File: src/design/reset_consts.svh
`ifndef RESET_CONSTS_SVH
`define RESET_CONSTS_SVH

// Start-up delay after EOS, in CLK cycles
// (short value for simulation)
`define RM_STRT_DLY 64

// CLK cycles per slow tick
`define RM_TICK_DIV 8

// Slow ticks allowed for each lock wait
`define RM_POR_TMO 12

// Slow ticks allowed for ADC init done
`define RM_ADC_INIT_TMO 10

// CLK cycles the ADC reset is held, also the recovery gap before init
`define RM_ADC_RST_CYC 4

`endif

File: src/design/reset_pkg.sv
`default_nettype none

package reset_pkg;

	// Power-on sequence, encoding is visible on por_state_o
	typedef enum logic [3:0] {
		DELAY     = 4'd0,
		WAIT_MMCM = 4'd1,
		WAIT_QPLL = 4'd2,
		WAIT_ADC  = 4'd3,
		ALIGN     = 4'd4,
		WAIT_BPI  = 4'd5,
		RUN       = 4'd6
	} por_state_t;

	// ADC bring-up
	typedef enum logic [2:0] {
		HOLD  = 3'd0,
		RESET = 3'd1,
		INIT  = 3'd2,
		WAIT  = 3'd3,
		READY = 3'd4
	} adc_state_t;

endpackage

`default_nettype wire

File: src/design/status_if.sv
`timescale 1ns/1ns
`default_nettype none

// Synchronized board status levels, no handshake
interface status_if;

	logic mmcm_lock;
	logic qpll_lock;
	logic al_done;
	logic bpi_idle;
	// Either restart request
	logic restart;

	modport src (
		output mmcm_lock, qpll_lock, al_done, bpi_idle, restart
	);

	modport dst (
		input mmcm_lock, qpll_lock, al_done, bpi_idle, restart
	);

endinterface

`default_nettype wire

File: src/design/input_sync.sv
`timescale 1ns/1ns
`default_nettype none

module input_sync (
	input  logic CLK,
	input  logic EOS,
	input  logic mmcm_lock_i,
	input  logic qpll_lock_i,
	input  logic al_done_i,
	input  logic bpi_idle_i,
	input  logic jtag_rst_i,
	input  logic csp_rst_i,
	input  logic adc_init_done_i,
	status_if.src st,
	output logic adc_init_done_o
);

	logic [6:0] async_in;
	logic [6:0] sync_r1;
	logic [6:0] sync_r2;

	assign async_in = {adc_init_done_i, csp_rst_i, jtag_rst_i, bpi_idle_i,
	                   al_done_i, qpll_lock_i, mmcm_lock_i};

	// Two flops per input, everything reads as inactive during reset
	always_ff @(posedge CLK or negedge EOS) begin
		if (!EOS) begin
			sync_r1 <= '0;
			sync_r2 <= '0;
		end else begin
			sync_r1 <= async_in;
			sync_r2 <= sync_r1;
		end
	end

	assign st.mmcm_lock = sync_r2[0];
	assign st.qpll_lock = sync_r2[1];
	assign st.al_done   = sync_r2[2];
	assign st.bpi_idle  = sync_r2[3];

	// JTAG or control-port restart
	assign st.restart = sync_r2[4] | sync_r2[5];

	assign adc_init_done_o = sync_r2[6];

endmodule

`default_nettype wire

File: src/design/tick_gen.sv
`timescale 1ns/1ns
`default_nettype none

`include "reset_consts.svh"

module tick_gen (
	input  logic CLK,
	input  logic EOS,
	output logic tick_o
);

	localparam int unsigned DIV_W = $clog2(`RM_TICK_DIV);

	logic [DIV_W-1:0] div_cnt;
	logic             wrap;

	assign wrap = (div_cnt == DIV_W'(`RM_TICK_DIV - 1));

	// Free running, one tick per wrap
	always_ff @(posedge CLK or negedge EOS) begin
		if (!EOS) begin
			div_cnt <= '0;
			tick_o  <= 1'b0;
		end else begin
			if (wrap)
				div_cnt <= '0;
			else
				div_cnt <= div_cnt + 1'b1;
			tick_o <= wrap;
		end
	end

endmodule

`default_nettype wire

File: src/design/por_fsm.sv
`timescale 1ns/1ns
`default_nettype none

`include "reset_consts.svh"

module por_fsm (
	input  logic                  CLK,
	input  logic                  EOS,
	input  logic                  tick_i,
	input  logic                  adc_rdy_i,
	status_if.dst                 st,
	output logic                  mmcm_rst_o,
	output logic                  adc_init_rst_o,
	output logic                  al_start_o,
	output logic                  sys_rst_o,
	output logic                  run_o,
	output reset_pkg::por_state_t por_state_o
);

	import reset_pkg::*;

	localparam int unsigned DLY_W = $clog2(`RM_STRT_DLY);
	localparam int unsigned TMO_W = $clog2(`RM_POR_TMO);

	por_state_t       state;
	por_state_t       state_nx;
	logic [DLY_W-1:0] dly_cnt;
	logic [TMO_W-1:0] tmo_cnt;
	logic             dly_done;
	logic             tmo_hit;
	logic             lock_lost;

	assign dly_done = (dly_cnt == DLY_W'(`RM_STRT_DLY - 1));
	assign tmo_hit  = tick_i && (tmo_cnt == TMO_W'(`RM_POR_TMO - 1));

	// MMCM lock must hold once it has been seen
	assign lock_lost = (state != DELAY) && (state != WAIT_MMCM) && !st.mmcm_lock;

	always_comb begin
		state_nx = state;
		case (state)
			DELAY:
				if (dly_done)
					state_nx = WAIT_MMCM;
			WAIT_MMCM:
				if (st.mmcm_lock)
					state_nx = WAIT_QPLL;
				else if (tmo_hit)
					state_nx = DELAY;
			WAIT_QPLL:
				if (st.qpll_lock)
					state_nx = WAIT_ADC;
				else if (tmo_hit)
					state_nx = DELAY;
			WAIT_ADC:
				if (adc_rdy_i)
					state_nx = ALIGN;
			ALIGN:
				if (st.al_done)
					state_nx = WAIT_BPI;
			WAIT_BPI:
				if (st.bpi_idle)
					state_nx = RUN;
			RUN:
				state_nx = RUN;
			default:
				state_nx = DELAY;
		endcase
		if (st.restart || lock_lost)
			state_nx = DELAY;
	end

	always_ff @(posedge CLK or negedge EOS) begin
		if (!EOS) begin
			state      <= DELAY;
			dly_cnt    <= '0;
			tmo_cnt    <= '0;
			al_start_o <= 1'b0;
			sys_rst_o  <= 1'b1;
			run_o      <= 1'b0;
		end else begin
			state <= state_nx;

			// A restart inside DELAY starts the delay over
			if (state_nx != state || st.restart)
				dly_cnt <= '0;
			else if (state == DELAY)
				dly_cnt <= dly_cnt + 1'b1;

			// Lock wait timeout in slow ticks
			if (state_nx != state)
				tmo_cnt <= '0;
			else if (tick_i && (state == WAIT_MMCM || state == WAIT_QPLL))
				tmo_cnt <= tmo_cnt + 1'b1;

			al_start_o <= (state_nx == ALIGN) && (state != ALIGN);
			sys_rst_o  <= (state_nx != RUN);
			run_o      <= (state_nx == RUN);
		end
	end

	assign mmcm_rst_o     = (state == DELAY);
	assign adc_init_rst_o = (state == DELAY) || (state == WAIT_MMCM) || (state == WAIT_QPLL);
	assign por_state_o    = state;

	a_al_start_single: assert property (@(posedge CLK) disable iff (!EOS)
		al_start_o |=> !al_start_o);

	a_run_out_of_reset: assert property (@(posedge CLK) disable iff (!EOS)
		run_o |-> !sys_rst_o);

endmodule

`default_nettype wire

File: src/design/adc_init_fsm.sv
`timescale 1ns/1ns
`default_nettype none

`include "reset_consts.svh"

module adc_init_fsm (
	input  logic CLK,
	input  logic EOS,
	input  logic tick_i,
	input  logic adc_init_rst_i,
	input  logic sys_rst_i,
	input  logic init_done_i,
	output logic adc_rst_o,
	output logic adc_init_o,
	output logic adc_rdy_o,
	output logic dsr_rst_o
);

	import reset_pkg::*;

	localparam int unsigned CNT_MAX = (`RM_ADC_INIT_TMO > `RM_ADC_RST_CYC) ?
	                                  `RM_ADC_INIT_TMO : `RM_ADC_RST_CYC;
	localparam int unsigned CNT_W   = $clog2(CNT_MAX + 1);

	adc_state_t       state;
	adc_state_t       state_nx;
	logic [CNT_W-1:0] cnt;
	logic             cyc_done;
	logic             tmo_hit;

	assign cyc_done = (cnt == CNT_W'(`RM_ADC_RST_CYC - 1));
	assign tmo_hit  = tick_i && (cnt == CNT_W'(`RM_ADC_INIT_TMO - 1));

	always_comb begin
		state_nx = state;
		case (state)
			HOLD:
				state_nx = RESET;
			RESET:
				if (cyc_done)
					state_nx = INIT;
			// Recovery gap after reset, init strobe on the way out
			INIT:
				if (cyc_done)
					state_nx = WAIT;
			WAIT:
				if (init_done_i)
					state_nx = READY;
				else if (tmo_hit)
					state_nx = RESET;
			READY:
				state_nx = READY;
			default:
				state_nx = HOLD;
		endcase
		if (adc_init_rst_i)
			state_nx = HOLD;
	end

	always_ff @(posedge CLK or negedge EOS) begin
		if (!EOS) begin
			state      <= HOLD;
			cnt        <= '0;
			adc_rst_o  <= 1'b1;
			adc_init_o <= 1'b0;
			adc_rdy_o  <= 1'b0;
			dsr_rst_o  <= 1'b1;
		end else begin
			state <= state_nx;

			// Cycles in RESET and INIT, slow ticks in WAIT
			if (state_nx != state)
				cnt <= '0;
			else if (state == RESET || state == INIT || (state == WAIT && tick_i))
				cnt <= cnt + 1'b1;

			adc_rst_o  <= (state_nx == HOLD) || (state_nx == RESET);
			adc_init_o <= (state == INIT) && (state_nx == WAIT);
			adc_rdy_o  <= (state_nx == READY);
			dsr_rst_o  <= !adc_rdy_o || sys_rst_i;
		end
	end

	a_init_single: assert property (@(posedge CLK) disable iff (!EOS)
		adc_init_o |=> !adc_init_o);

	a_rdy_out_of_reset: assert property (@(posedge CLK) disable iff (!EOS)
		adc_rdy_o |-> !adc_rst_o);

endmodule

`default_nettype wire

File: src/design/reset_manager.sv
`timescale 1ns/1ns
`default_nettype none

module reset_manager (
	input  logic                  CLK,
	input  logic                  EOS,
	input  logic                  mmcm_lock_i,
	input  logic                  qpll_lock_i,
	input  logic                  al_done_i,
	input  logic                  bpi_idle_i,
	input  logic                  jtag_rst_i,
	input  logic                  csp_rst_i,
	input  logic                  adc_init_done_i,
	output logic                  mmcm_rst_o,
	output logic                  sys_rst_o,
	output logic                  run_o,
	output logic                  al_start_o,
	output logic                  adc_init_rst_o,
	output logic                  adc_rst_o,
	output logic                  adc_init_o,
	output logic                  adc_rdy_o,
	output logic                  dsr_rst_o,
	output reset_pkg::por_state_t por_state_o
);

	logic tick;
	logic adc_init_done_s;

	status_if st_if ();

	input_sync input_sync_inst (
		.CLK             (CLK),
		.EOS             (EOS),
		.mmcm_lock_i     (mmcm_lock_i),
		.qpll_lock_i     (qpll_lock_i),
		.al_done_i       (al_done_i),
		.bpi_idle_i      (bpi_idle_i),
		.jtag_rst_i      (jtag_rst_i),
		.csp_rst_i       (csp_rst_i),
		.adc_init_done_i (adc_init_done_i),
		.st              (st_if.src),
		.adc_init_done_o (adc_init_done_s)
	);

	tick_gen tick_gen_inst (
		.CLK    (CLK),
		.EOS    (EOS),
		.tick_o (tick)
	);

	por_fsm por_fsm_inst (
		.CLK            (CLK),
		.EOS            (EOS),
		.tick_i         (tick),
		.adc_rdy_i      (adc_rdy_o),
		.st             (st_if.dst),
		.mmcm_rst_o     (mmcm_rst_o),
		.adc_init_rst_o (adc_init_rst_o),
		.al_start_o     (al_start_o),
		.sys_rst_o      (sys_rst_o),
		.run_o          (run_o),
		.por_state_o    (por_state_o)
	);

	adc_init_fsm adc_init_fsm_inst (
		.CLK            (CLK),
		.EOS            (EOS),
		.tick_i         (tick),
		.adc_init_rst_i (adc_init_rst_o),
		.sys_rst_i      (sys_rst_o),
		.init_done_i    (adc_init_done_s),
		.adc_rst_o      (adc_rst_o),
		.adc_init_o     (adc_init_o),
		.adc_rdy_o      (adc_rdy_o),
		.dsr_rst_o      (dsr_rst_o)
	);

endmodule

`default_nettype wire

File: config.mk
export PLATFORM = sky130hd
export DESIGN_NAME = reset_manager
export DESIGN_NICKNAME = d
export VERILOG_FILES = /design/src/design/reset_pkg.sv /design/src/design/status_if.sv /design/src/design/input_sync.sv /design/src/design/tick_gen.sv /design/src/design/por_fsm.sv /design/src/design/adc_init_fsm.sv /design/src/design/reset_manager.sv
export VERILOG_INCLUDE_DIRS = /design/src /design/src/design
export SDC_FILE = /design/constraint.sdc
export NUM_CORES = 1
export LEC_CHECK = 0
export BUFFER_PORTS_ARGS = -buffer_cell sky130_fd_sc_hd__buf_2
export CAP_MARGIN = 20
export CELL_PAD_IN_SITES_DETAIL_PLACEMENT = 0
export CELL_PAD_IN_SITES_GLOBAL_PLACEMENT = 1
export CORE_ASPECT_RATIO = 0.5
export CORE_MARGIN = 2
export CORE_UTILIZATION = 46
export DETAILED_ROUTE_END_ITERATION = 8
export GPL_TIMING_DRIVEN = 0
export PLACE_DENSITY_LB_ADDON = 0.15
export SLEW_MARGIN = 25
export SYNTH_ARGS = -nofsm -noshare
export SYNTH_HDL_FRONTEND = slang
export SYNTH_HIERARCHICAL = 1
export SYNTH_SLANG_ARGS = --single-unit
File: constraint.sdc
create_clock -name CLK -period 2.29 [get_ports CLK]
set_input_delay 0.1145 -clock CLK [delete_from_list [all_inputs] [get_ports CLK]]
set_output_delay 0.1145 -clock CLK [all_outputs]
set_load 0.1 [all_outputs]
Word level (Yosys, flattened, before mapping)
Cells that the tools add are included.

storage, ports and cells
  flip-flop bits (word level) = 46
  input port bits = 9
  logic and storage cells = 94

operators by class
  add/sub/neg operators = 4
  equality and inequality tests = 25
  mux-type cells = 22
  bitwise operators = 1
  reduce and logical (&&, ||, !) cells = 26

operator list
  cell                   count
  $mux W4                12
  $pmux W4 S7            1
  $eq A4 B3 Y1 const B   5
  $mux W3                6
  $pmux W3 S5            1
  $eq A4 B2 Y1 const B   3
  $mux W6                2
  $eq A3 B2 Y1 const B   3
  $eq A3 B3 Y1 const B   3
  $logic_or A1 B1 Y1     9
  $add A4 B1 Y4 const B  2
  $eq A4 B4 Y1 const B   2
  $logic_and A1 B1 Y1    8
  $ne A4 B3 Y1 const B   2
  $add A6 B1 Y6 const B  1
  $eq A3 B1 Y1 const B   2
  $eq A6 B6 Y1 const B   1
  $logic_not A3 Y1       2
  $reduce_bool A2 Y1     3
  $eq A4 B1 Y1 const B   1
  $logic_not A4 Y1       1
  $ne A4 B1 Y1 const B   1
  $ne A4 B4 Y1           1
  $reduce_bool A4 Y1     1
  other kinds (4)        5

Longest topological paths before layout
Gate-level depths: netlist (run 1).

  word-level depth = 9
  gate-level depth with buffers = 7

By module
Netlist (run 1), hierarchy kept.

modules (own cells, without submodules)
  module        times used  cells each  area an instance (sq um)
  por_fsm       1           121         1,136.1
  adc_init_fsm  1           58          619.3
  input_sync    1           15          356.6
  tick_gen      1           7           128.9

Worst setup path before layout (run 1)
No wires, ideal clock.

  kind = register -> register
  start point = reg por_fsm_inst.state[2], in the netlist por_fsm_inst/por_state_o[2]
  end point = reg adc_init_fsm_inst.cnt[1]
  setup time = 130 ps
  arrival time = 4,565 ps
  required time = 2,160 ps
  slack = -2,405 ps
  stages on the path, launching flop included = 8
  path buffers = 2
  period minus slack after synthesis = 4,695 ps
  path through = dfrtp_1 > buf_2 > buf_4 > a211oi_1 > or4b_4 > o221ai_2 > a31oi_2 > nor4b_2

on the way
  word-level cells in the longest chain between the ends = 6

ends and longest elaborated chain
  item                                              RTL line             source
  from (decl)                                       por_fsm.sv:25        por_state_t state;
  from (signal assigned)                            por_fsm.sv:82        state <= state_nx;
  $eq A4 B1 Y1 or $logic_not A4 Y1 (tied branches)  por_fsm.sv:103       assign adc_init_rst_o = (state == DELAY) || (state == WAIT_MMCM) || (state == WAIT_QPLL);
  $logic_or A1 B1 Y1                                por_fsm.sv:103
  $logic_or A1 B1 Y1 (*)                            por_fsm.sv:103
  via adc_init_rst_o                                reset_manager.sv:18  output logic adc_init_rst_o,
  $mux W3 (*)                                       adc_init_fsm.sv:56   if (adc_init_rst_i)
  $ne A3 B3 Y1 (*)                                  adc_init_fsm.sv:72   if (state_nx != state)
  $mux W4 or $reduce_bool A2 Y1 (tied branches)     --
  to (signal assigned)                              adc_init_fsm.sv:75   cnt <= cnt + 1'b1;
  to (decl)                                         adc_init_fsm.sv:27   logic [CNT_W-1:0] cnt;

Mark *: on every way through the listed nets, which the timed path passes. The rest lies on a longest branch.
A chain may end at the register's enable or synchronous reset.

Worst setup path after layout (run 1)
  start point = reg por_fsm_inst.state[2], in the netlist por_fsm_inst/por_state_o[2]
  end point = reg por_fsm_inst.dly_cnt[2]

on the way
  word-level cells in the longest chain between the ends = 8

ends and longest elaborated chain
  item                                                 RTL line       source
  branches (longest 8 deep; another with $pmux W4 S7)  --
  to (signal assigned)                                 por_fsm.sv:88  dly_cnt <= dly_cnt + 1'b1;
  to (decl)                                            por_fsm.sv:27  logic [DLY_W-1:0] dly_cnt;

Several ways; the timed one is not identified.

==> results of run 1 <==
[state kept, by name (all words and copies together) (netlist names), 3 cells and up]
name	cells
adc_init_fsm_inst/cnt	4
adc_init_fsm_inst/state	3
input_sync_inst/sync_r1	7
input_sync_inst/sync_r2	7
por_fsm_inst/dly_cnt	6
por_fsm_inst/por_state_o	4
por_fsm_inst/tmo_cnt	4
tick_gen_inst/div_cnt	3
[final cells by class]
cell class	instances	area, um2
plain buffers	8	68.82
clock buffers	7	96.34
inverters	4	17.52
flip-flops and latches	46	1162
clock inverters	1	8.758
multi-input cells	143	1023
fillers	402	1883
repair buffers	29	187.7
well taps	66	82.58
[through the flow]
| step | utilization (%) | hold WS [ps] |
|---|---|---|
| 5_1_grt | 58.44 | 369.7 |
| 6_report | 58.44 | 352.9 |
| 3_3_place_gp | 54.29 | 222.8 |
| 4_1_cts | 58.16 | 5.130 |
| 2_1_floorplan | - | -181.1 |
| 3_5_place_dp | 54.29 | 223.8 |
[power by group through the flow]
stage | Sequential [uW] | Combinational (uW) | Clock, uW
detailed placement | 872 | 141 | 0
global route | 859 | 168 | 601
finish | 855 | 150 | 547
floorplan | 882 | 86.1 | 0
global placement | 870 | 139 | 0
CTS | 856 | 151 | 571
[worst paths after layout]
check                                                        end  slack [ps]  cells after the start
max in group asynchronous  por_fsm_inst/por_state_o[2]$_DFF_PN0_        1500                      2
min reg2reg                 input_sync_inst/sync_r2[0]$_DFF_PN0_         350                      0
min in group asynchronous   input_sync_inst/sync_r2[6]$_DFF_PN0_         360                      2
max reg2reg                  por_fsm_inst/dly_cnt[2]$_DFFE_PN0P_         170                      7
min                         input_sync_inst/sync_r2[0]$_DFF_PN0_         350                      0
max                          por_fsm_inst/dly_cnt[2]$_DFFE_PN0P_         170                      7
[layer usage]
metal / wire [um] / track usage [%]
met1: 2070 / 23.34
met2: 1968 / 27.78
met3: 179 / 5.152
met4: 20 / 3.333
met5: 0 / 0
[cells by family (layout without fill, tap and decap cells)]
logic type	count (synthesis)	count (layout)
compound gates	29	29
xor+xnor	12	12
fa+ha+maj	6	6
buf+inv	12	49
flops	46	46
mux	5	5
other cells	1	1
simple gates	90	90
[cell usage in the layout, fill, tap and decap left out, types with 4 or more instances in the layout]
cell type,netlist,final
nor2b_1,4,4
nor2_1,14,14
nor4_1,6,6
dlygate4sd3_1,0,8
nand3_1,10,10
ha_1,6,6
xor2_1,4,4
clkbuf_8,0,7
nor3_1,12,12
and3_1,4,4
buf_2,2,21
a21oi_1,9,9
nand2_1,10,9
xnor2_1,8,8
nor3b_1,4,4
buf_6,3,4
dfrtp_1,43,39
[worst reg2reg max path, cell delays in order (launching register included)]
cell and delay, ps:
dfrtp_4 480, buf_6 140, buf_4 170, and3b_1 180, a211oi_1 430, o211ai_1 210, nand3_1 270, nor4_1 100
==> flow_summary.json, run 1 <==
{
  "synth-xor-area-share_pct": 4.690,
  "drt-pass1-iter-count": 4,
  "die_h_um": 53.36,
  "fin_skew_ps": 3.949,
  "total_power_uw": 1552,
  "dpl.hpwl_um": 3063,
  "worstSetupEndpointType": "flop",
  "cp_top_family": "compound AO/OA/AOI/OAI gates",
  "grt_pass1_wl_um": 7093,
  "final-max-slew-violation-count": 0,
  "p_leak_uw": 0.001184,
  "post-route-min-period_ps": 2117,
  "hold_path_startpoint": "input_sync_inst/sync_r1[0]$_DFF_PN0_",
  "yosys_warnings": 6,
  "power_frac_clock_pct": 35.2,
  "clock_tree_from_tritoncts": "yes",
  "gp_congestion": 0.8266,
  "yosysSeqAreaShare_pct": 51.54,
  "grt_antenna_before_repair": 0,
  "worst_path_largest_cell_delay_ps": 480,
  "biggest_fanout_along_the_worst_timing_path": 10,
  "ys_top_cells_by_area": "dfrtp_1, dfstp_2, ha_1, xnor2_1, nor3_1",
  "num-nets-final": 252,
  "placeableCoreArea_mm2": 0.004531,
  "synth_top_cell_area_share_pct": 48.02,
  "minimum_setup_slack_in_the_final_design_ps": 173.0,
  "clkSinkCount": 46,
  "grt_pass1_vias": 1501,
  "combPwrFrac_pct": 9.7,
  "net-switching-power_uw": 384.1,
  "ctsResizeCount": 0,
  "syn_avg_cell_area_um2": 11.15,
  "worstSetupStartpointType": "flop",
  "unrepaired_setup_endpoints_after_global_routing": "no",
  "irDropWorstVdd_uv": 272.4,
  "postCtsSetupBuffers": 0,
  "clk_root_buffer_cell": "clkbuf_8",
  "fin_crit_sh_pct": 92.44,
  "placed_instance_area_mm2": 0.002460,
  "worst_hold_check_path_type": "flop to flop",
  "synth.cells.most_frequent": "dfrtp_1, nor2_1, nor3_1",
  "wire_per_inst_um": 13.94,
  "clock.fmax_mhz": 472.4,
  "crit_chain": "buf_6 -> buf_4 -> and3b_1 -> a211oi_1 -> o211ai_1 -> nand3_1 -> nor4_1",
  "finish.instance_area_mm2": 0.002648,
  "io_pins": 22,
  "synth.ff_latch_count": 46,
  "fraction_of_final_layout_cells_with_drive_strength_greater_than_1_pct": 25.21,
  "worst_margin_pin_slew_ps": 564.8,
  "cellInternalPower_uw": 1168,
  "drv_cap": 0,
  "timing.slew.headroom_pct": 62.35,
  "port-buffer-count": 21,
  "pin_count_of_the_biggest_net_entering_global_routing": 47,
  "setup_tns_ps": 0,
  "flow.area_growth_from_synthesis_pct": 18.15,
  "cts_hold_repair.buffers": 7,
  "setup_viol": 0,
  "cts-buffers-inserted": 5,
  "remaining_drc_errors": 0,
  "worstSetupStartpoint": "por_fsm_inst/por_state_o[2]$_DFF_PN0_",
  "floorplan.die.width_um": 102.7,
  "synth-compound-area-share_pct": 9.436,
  "net_count_after_synthesis": 216,
  "power_per_cell_area_mw_per_mm2": 586.3,
  "netlist_area_mm2": 0.002241,
  "p_seq_share_pct": 55.1,
  "post_synth_mux_area_share_pct": 2.345,
  "setup.worst_path.class": "flop to flop",
  "power_switching_share_pct": 24.75,
  "globalRoute.totalOverflow": 0,
  "clkSlewWorstSetupHoldPaths_ps": 80,
  "vias": 1625,
  "reg2reg_from": "por_fsm_inst/por_state_o[2]$_DFF_PN0_",
  "synth-adder-area-share_pct": 3.350,
  "pre_cts_slack_ps": 228.5,
  "clock_network_latency_to_the_later_pin_of_the_worst_skew_pair_ps": 290,
  "yosysMostFrequentCell": "dfrtp_1",
  "initial_utilization_pct": 49.46,
  "stdcell_count": 304,
  "arrival_ps": 2280,
  "drtIter0Drc": 104,
  "die_area_mm2": 0.005480,
  "ant_nets": 0,
  "antennaDiodeCount": 0,
  "report.final.hold_viol_count": 0,
  "cp.required_ps": 2460,
  "clock_path_buffers": 2,
  "run_status": "finished, final reports clean",
  "synth.distinct_cells": 56,
  "cts_max_level": 2,
  "crit_buf_inv": 2,
  "cpMaxStageDelayCell": "dfrtp_4",
  "synth_top_family_by_area": "simple AND/OR/NAND/NOR gates",
  "synth_simple_gate_area_share_pct": 24.90,
  "via_per_inst": 5.345,
  "syn-instance-count": 201,
  "synth-edff-count": 0,
  "fp-row-count": 17,
  "synthArstFlopShare_pct": 100.0,
  "synth.largest_area_cell": "dfrtp_1",
  "global_route.usage.total_pct": 17.26,
  "wirelength_um": 4238,
  "placed_cells": 288,
  "synth-main-ff-cell": "dfrtp_1"
}
Note: power is estimated with default switching activity, not from simulation.
==> inputs of run 2 (changes only) <==
Settings changed: GPL_ROUTABILITY_DRIVEN set to 0, SYNTH_HIERARCHICAL 1 to not set.
==> run 2 against run 1 <==
  * Sequential share of layout area down 0.39 points
  * Die area down 2.0%
  * Worst hold slack got worse by 8.5 ps
  * Maximum frequency fell by 2.6%
  * Worst setup slack worse by 56 ps
  * Global-route usage about the same
  * Sequential cell count unchanged
  * Area after synthesis down 2.1%
==> flow_summary.json, run 2 <==
{
  "run_status": "finished, final reports clean",
  "largestRegisters": "input_sync_inst.sync_r1: 7 flops, input_sync_inst.sync_r2: 7 flops, por_fsm_inst.dly_cnt: 6 flops",
  "die_h_um": 52.83,
  "reg2regPathDepth": 7,
  "post-route-min-period_ps": 2173,
  "initial_utilization_pct": 48.87,
  "irDropWorstVdd_uv": 265.0,
  "crit_reg_reg_endpoint": "por_fsm_inst.dly_cnt[0]$_DFFE_PN0P_",
  "synth.largest_area_cell": "dfrtp_1",
  "power_per_cell_area_mw_per_mm2": 581.5,
  "synth.cells.most_frequent": "dfrtp_1, nor2_1, nand2_1",
  "via_per_inst": 5.107,
  "placed_cells": 281,
  "setup.worst_path.class": "flop to flop",
  "crit_chain": "buf_6 -> a21bo_2 -> a2111oi_4 -> o41ai_4 -> xnor2_2 -> buf_4 -> nor4_1",
  "synth_top_cell_area_share_pct": 49.06,
  "setup_viol": 0,
  "syn-instance-count": 194,
  "fp-row-count": 17,
  "worstSetupEndpointType": "flop",
  "biggest_fanout_along_the_worst_timing_path": 10,
  "commonest_cells_after_routing_fill_and_taps_aside": "dfrtp_1, nor2_1, buf_2",
  "storage_cell_area_mm2": 0.001170,
  "netlist_area_mm2": 0.002193,
  "global_route.usage.total_pct": 17.30,
  "cpMaxStageDelayCell": "dfrtp_4",
  "die_area_mm2": 0.005370,
  "yosysMostFrequentCell": "dfrtp_1",
  "cts_max_level": 2,
  "ys_top_cells_by_area": "dfrtp_1, nor2_1, dfstp_2, ha_1, xnor2_1",
  "net_count_after_synthesis": 209,
  "wirelength_um": 4012,
  "drv_cap": 0,
  "clock.fmax_mhz": 460.1,
  "worst_margin_pin_slew_ps": 546.8,
  "drt-pass1-iter-count": 4,
  "fraction_of_final_layout_cells_with_drive_strength_greater_than_1_pct": 26.07,
  "flow.area_growth_from_synthesis_pct": 22.59,
  "mostFrequentLayoutCell": "dfrtp_1",
  "stdcell_count": 300,
  "worst_path_largest_cell_delay_ps": 480,
  "total_power_uw": 1564,
  "cts-buffers-inserted": 5,
  "remaining_drc_errors": 0,
  "timing.slew.headroom_pct": 63.55,
  "floorplan.die.width_um": 101.7,
  "final-max-slew-violation-count": 0,
  "setup.reg_to_reg.worst_slack_ps": 120,
  "clkSinkCount": 46,
  "grt_antenna_before_repair": 0,
  "dpl.hpwl_um": 2768,
  "clock_network_latency_to_the_later_pin_of_the_worst_skew_pair_ps": 290,
  "arrival_ps": 2370,
  "antennaDiodeCount": 0,
  "pin_count_of_the_biggest_net_entering_global_routing": 47,
  "placeableCoreArea_mm2": 0.004488,
  "yosysSeqAreaShare_pct": 52.65,
  "syn_avg_cell_area_um2": 11.31,
  "ant_nets": 0,
  "setup_tns_ps": 0,
  "p_leak_uw": 0.001239,
  "fin_crit_sh_pct": 94.91,
  "report.final.hold_viol_count": 0,
  "num-nets-final": 248,
  "globalRoute.totalOverflow": 0,
  "drtIter0Drc": 21,
  "clock_tree_from_tritoncts": "yes",
  "fin_skew_ps": 3.706,
  "clkSlewWorstSetupHoldPaths_ps": 80,
  "finish.instance_area_mm2": 0.002689,
  "footprint_of_the_multi_input_gates_mm2": 0.001010,
  "synth.ff_latch_count": 46,
  "wire_per_inst_um": 13.37,
  "reg2reg_from": "por_fsm_inst.por_state_o[2]$_DFF_PN0_",
  "layout.filler_cells": 396,
  "vias": 1532,
  "grt_pass1_wl_um": 6913,
  "grt_pass1_vias": 1481,
  "synthArstFlopShare_pct": 100.0,
  "worstSetupStartpointType": "flop",
  "synth-main-ff-cell": "dfrtp_1",
  "synth.distinct_cells": 56,
  "worst_hold_check_path_type": "primary input to async pin",
  "port-buffer-count": 21,
  "yosys_warnings": 0,
  "synth-edff-count": 0,
  "cp.required_ps": 2480,
  "clock_path_buffers": 2,
  "placed_instance_area_mm2": 0.002432,
  "clk_root_buffer_cell": "clkbuf_8",
  "io_pins": 22
}
-- run 2: changes by cell type in the layout (fill, tap and decap cells not counted), sizes merged, moves of 3 or more --
cell / delta
a21oi: -5
nor3: -4
clkbuf: +6
o22ai: +3
nand3: -9
nor2: +10
nor4bb: +3
-- run 2: cells by family (layout without fill, tap and decap cells) --
family / count (synthesis) / count (layout) / synth area share (%)
compound gates: 21 / 21 / 7.987
xor+xnor: 13 / 13 / 5.534
fa+ha+maj: 6 / 6 / 3.423
buf+inv: 17 / 57 / 4.849
flops: 46 / 46 / 52.65
mux: 3 / 3 / 1.426
other cells: 1 / 1 / 0.1710
simple gates: 87 / 87 / 23.96
-- run 2: stage by stage --
step	worst slack (ps)	hold slack, ps	utilization [%]
after CTS	110.5	5.807	58.49
after detailed placement	-48.67	223.8	54.20
after global placement	0.2460	222.9	54.20
after floorplan	-795.8	-181.1	-
after global routing	-2.444	363.1	59.91
final	116.7	344.4	59.91
-- run 2: worst max path at each step --
stage / startpoint / slack (ps) / to
after floorplan: por_fsm_inst.por_state_o[2]$_DFF_PN0_ / -800 / por_fsm_inst.dly_cnt[0]$_DFFE_PN0P_
after global placement: por_fsm_inst.por_state_o[2]$_DFF_PN0_ / 0.2 / por_fsm_inst.tmo_cnt[2]$_DFFE_PN0P_
after detailed placement: por_fsm_inst.por_state_o[2]$_DFF_PN0_ / -50 / por_fsm_inst.tmo_cnt[3]$_DFFE_PN0P_
after CTS: por_fsm_inst.por_state_o[2]$_DFF_PN0_ / 110 / por_fsm_inst.dly_cnt[4]$_DFFE_PN0P_
after global routing: por_fsm_inst.por_state_o[2]$_DFF_PN0_ / -2 / por_fsm_inst.dly_cnt[2]$_DFFE_PN0P_
final: por_fsm_inst.por_state_o[2]$_DFF_PN0_ / 120 / por_fsm_inst.dly_cnt[0]$_DFFE_PN0P_
-- run 2: critical path: cells and delay by family (launching register included) --
family | cells | cell delay [ps]
flip-flops | 1 | 480
AND/OR/NAND/NOR | 1 | 260
buffers and inverters | 2 | 330
AO/OA/AOI/OAI | 3 | 860
XOR/XNOR | 1 | 160
-- run 2: timing repair --
action | in CTS | in global routing
setup buffers | 1 | 2
setup endpoints to repair | 10 | 6
hold endpoints to repair | 7 | 43
gates resized for setup | 1 | 4
hold buffers | 7 | 1
pin swaps | 0 | 1
-- run 2: layer usage --
layer / wire, um / vias to the layer above / share of wire, % / GRT usage (%)
met5: 0 / - / 0 / 0
met4: 14 / 0 / 0.35 / 5.405
met3: 184 / 2 / 4.6 / 5.200
met2: 1837 / 28 / 46 / 25.77
met1: 1976 / 747 / 49 / 24.30
li1: - / 755 / - / -
-- run 2: layout make-up --
class,instances,area share (%)
Buffer,11,3.118
Multi-Input combinational cell,131,37.55
Clock buffer,6,2.699
Inverter,6,0.8376
Timing Repair Buffer,32,7.818
Tap cell,66,3.071
Sequential cell,46,43.51
Clock inverter,2,1.396
-- run 2: report_power, final --
part	switching [uW]	internal (uW)
combinational	80.2	49.2
sequential	11.8	831
clock	265	326
total	357	1210
==> inputs of run 3 (changes only) <==
Clock period 2.29 ns to 2.11 ns, I/O delays scaled along.
==> run 3 against run 2 <==
  * First-iteration DRC count increased by 76%
  * Global-route usage increased by 0.41 points
  * Largest power group unchanged
  * Via count increased by 2.1%
  * Total power increased by 10%
  * Clock power grew 12%
==> flow_summary.json, run 3 (same netlist as run 2, synthesis figures left out) <==
{
  "initial_utilization_pct": 48.87,
  "grt_pass1_wl_um": 7058,
  "wire_per_inst_um": 14.10,
  "clock_tree_from_tritoncts": "yes",
  "grt_antenna_before_repair": 0,
  "setup_viol": 0,
  "flow.area_growth_from_synthesis_pct": 25.33,
  "fin_crit_sh_pct": 99.11,
  "total_power_uw": 1724,
  "via_per_inst": 5.196,
  "clk_root_buffer_cell": "clkbuf_8",
  "clkSlewWorstSetupHoldPaths_ps": 90,
  "cts_max_level": 2,
  "placeableCoreArea_mm2": 0.004488,
  "timing.slew.headroom_pct": 63.00,
  "globalRoute.totalOverflow": 0,
  "fin_skew_ps": 8.729,
  "grt_pass1_vias": 1490,
  "drt-pass1-iter-count": 4,
  "unrepaired_setup_endpoints_after_global_routing": "yes",
  "biggest_fanout_along_the_worst_timing_path": 7,
  "remaining_drc_errors": 0,
  "ant_nets": 0,
  "vias": 1564,
  "mostFrequentLayoutCell": "dfrtp_1",
  "run_status": "finished, final reports clean",
  "fp-row-count": 17,
  "worst_margin_pin_slew_ps": 555.0,
  "antennaDiodeCount": 0,
  "power_per_cell_area_mw_per_mm2": 627.3,
  "num-nets-final": 249,
  "pin_count_of_the_biggest_net_entering_global_routing": 47,
  "cp.required_ps": 2290,
  "cts-buffers-inserted": 5,
  "worstSetupEndpointType": "flop",
  "arrival_ps": 2270,
  "clock_network_latency_to_the_later_pin_of_the_worst_skew_pair_ps": 300,
  "global_route.usage.total_pct": 17.71,
  "setup_tns_ps": 0,
  "clkSinkCount": 46,
  "floorplan.die.width_um": 101.7,
  "largestRegisters": "input_sync_inst.sync_r1: 7 flops, input_sync_inst.sync_r2: 7 flops, por_fsm_inst.dly_cnt: 6 flops",
  "drv_cap": 0,
  "dpl.hpwl_um": 2779,
  "finish.instance_area_mm2": 0.002749,
  "final-max-slew-violation-count": 0,
  "io_pins": 22,
  "irDropWorstVdd_uv": 325.2,
  "die_area_mm2": 0.005370,
  "commonest_cells_after_routing_fill_and_taps_aside": "dfrtp_1, nor2_1, buf_2",
  "clock_path_buffers": 2,
  "report.final.hold_viol_count": 0,
  "post-route-min-period_ps": 2091,
  "worst_hold_check_path_type": "primary input to async pin",
  "wirelength_um": 4243,
  "die_h_um": 52.83,
  "setup.worst_path.class": "flop to flop",
  "drtIter0Drc": 37,
  "worstSetupStartpointType": "flop",
  "layout.filler_cells": 379,
  "fraction_of_final_layout_cells_with_drive_strength_greater_than_1_pct": 29.79,
  "clock.fmax_mhz": 478.2,
  "p_leak_uw": 0.001268,
  "port-buffer-count": 21,
  "placed_instance_area_mm2": 0.002435
}
run 3: report_power, final:
part           switching [uW]  internal (uW)
registers                12.3            902
logic                    91.4           56.6
clock network             306            355
run 3: what timing repair did:
action	CTS	global route
pin swaps	1	6
cloned	1	0
setup endpoints to repair	10	16
resized for setup	4	8
hold buffers	8	0
endpoints found under the hold margin	10	0
buffers inserted	2	3
run 3: area by class of cell:
type                       instances  area, um2  area share, %
clock buffer                       5      68.82          2.503
inverter                           6      22.52         0.8193
buffer                             9      77.57          2.822
tap                               66      82.58          3.004
multi-input combinational        132       1059          38.51
timing repair buffer              34      225.2          8.193
clock inverter                     3      43.79          1.593
sequential                        46       1170          42.56
run 3: routing by layer:
layer	global-route usage, %	part of all wire (%)	up-vias
met1	24.66	52	771
met4	5.405	0.87	0
met5	0	0	-
met3	4.400	3.2	5
met2	27.41	44	22
li1	-	-	766
run 3: final timing paths:
check,start,end,slack (ps),cells past startpoint
min in group CLK,input_sync_inst.sync_r1[1]$_DFF_PN0_,input_sync_inst.sync_r2[1]$_DFF_PN0_,350,0
min reg2reg,input_sync_inst.sync_r1[1]$_DFF_PN0_,input_sync_inst.sync_r2[1]$_DFF_PN0_,350,0
max,por_fsm_inst.por_state_o[2]$_DFF_PN0_,por_fsm_inst.tmo_cnt[1]$_DFFE_PN0P_,20,7
max in group asynchronous,EOS,por_fsm_inst.por_state_o[2]$_DFF_PN0_,1340,2
max reg2reg,por_fsm_inst.por_state_o[2]$_DFF_PN0_,por_fsm_inst.tmo_cnt[1]$_DFFE_PN0P_,20,7
min,EOS,input_sync_inst.sync_r1[6]$_DFF_PN0_,330,2
run 3: metrics by stage:
step / instances / hold slack (ps) / setup slack [ps] / utilization [%]
4_1_cts: 300 / 355.7 / -13.94 / 59.86
5_1_grt: 301 / 362.9 / -73.00 / 61.25
3_3_place_gp: 281 / 213.3 / -184.9 / 54.25
3_5_place_dp: 281 / 214.8 / -188.9 / 54.25
2_1_floorplan: 194 / -190.1 / -975.8 / -
6_report: 301 / 333.9 / 18.73 / 61.25
run 3: critical path, cell delays in order (launching register included):
cell and delay [ps]:
dfrtp_4 480, buf_6 140, and2b_2 210, a2111oi_4 400
o41ai_4 130, buf_4 180, xnor2_2 320, nor3_1 110
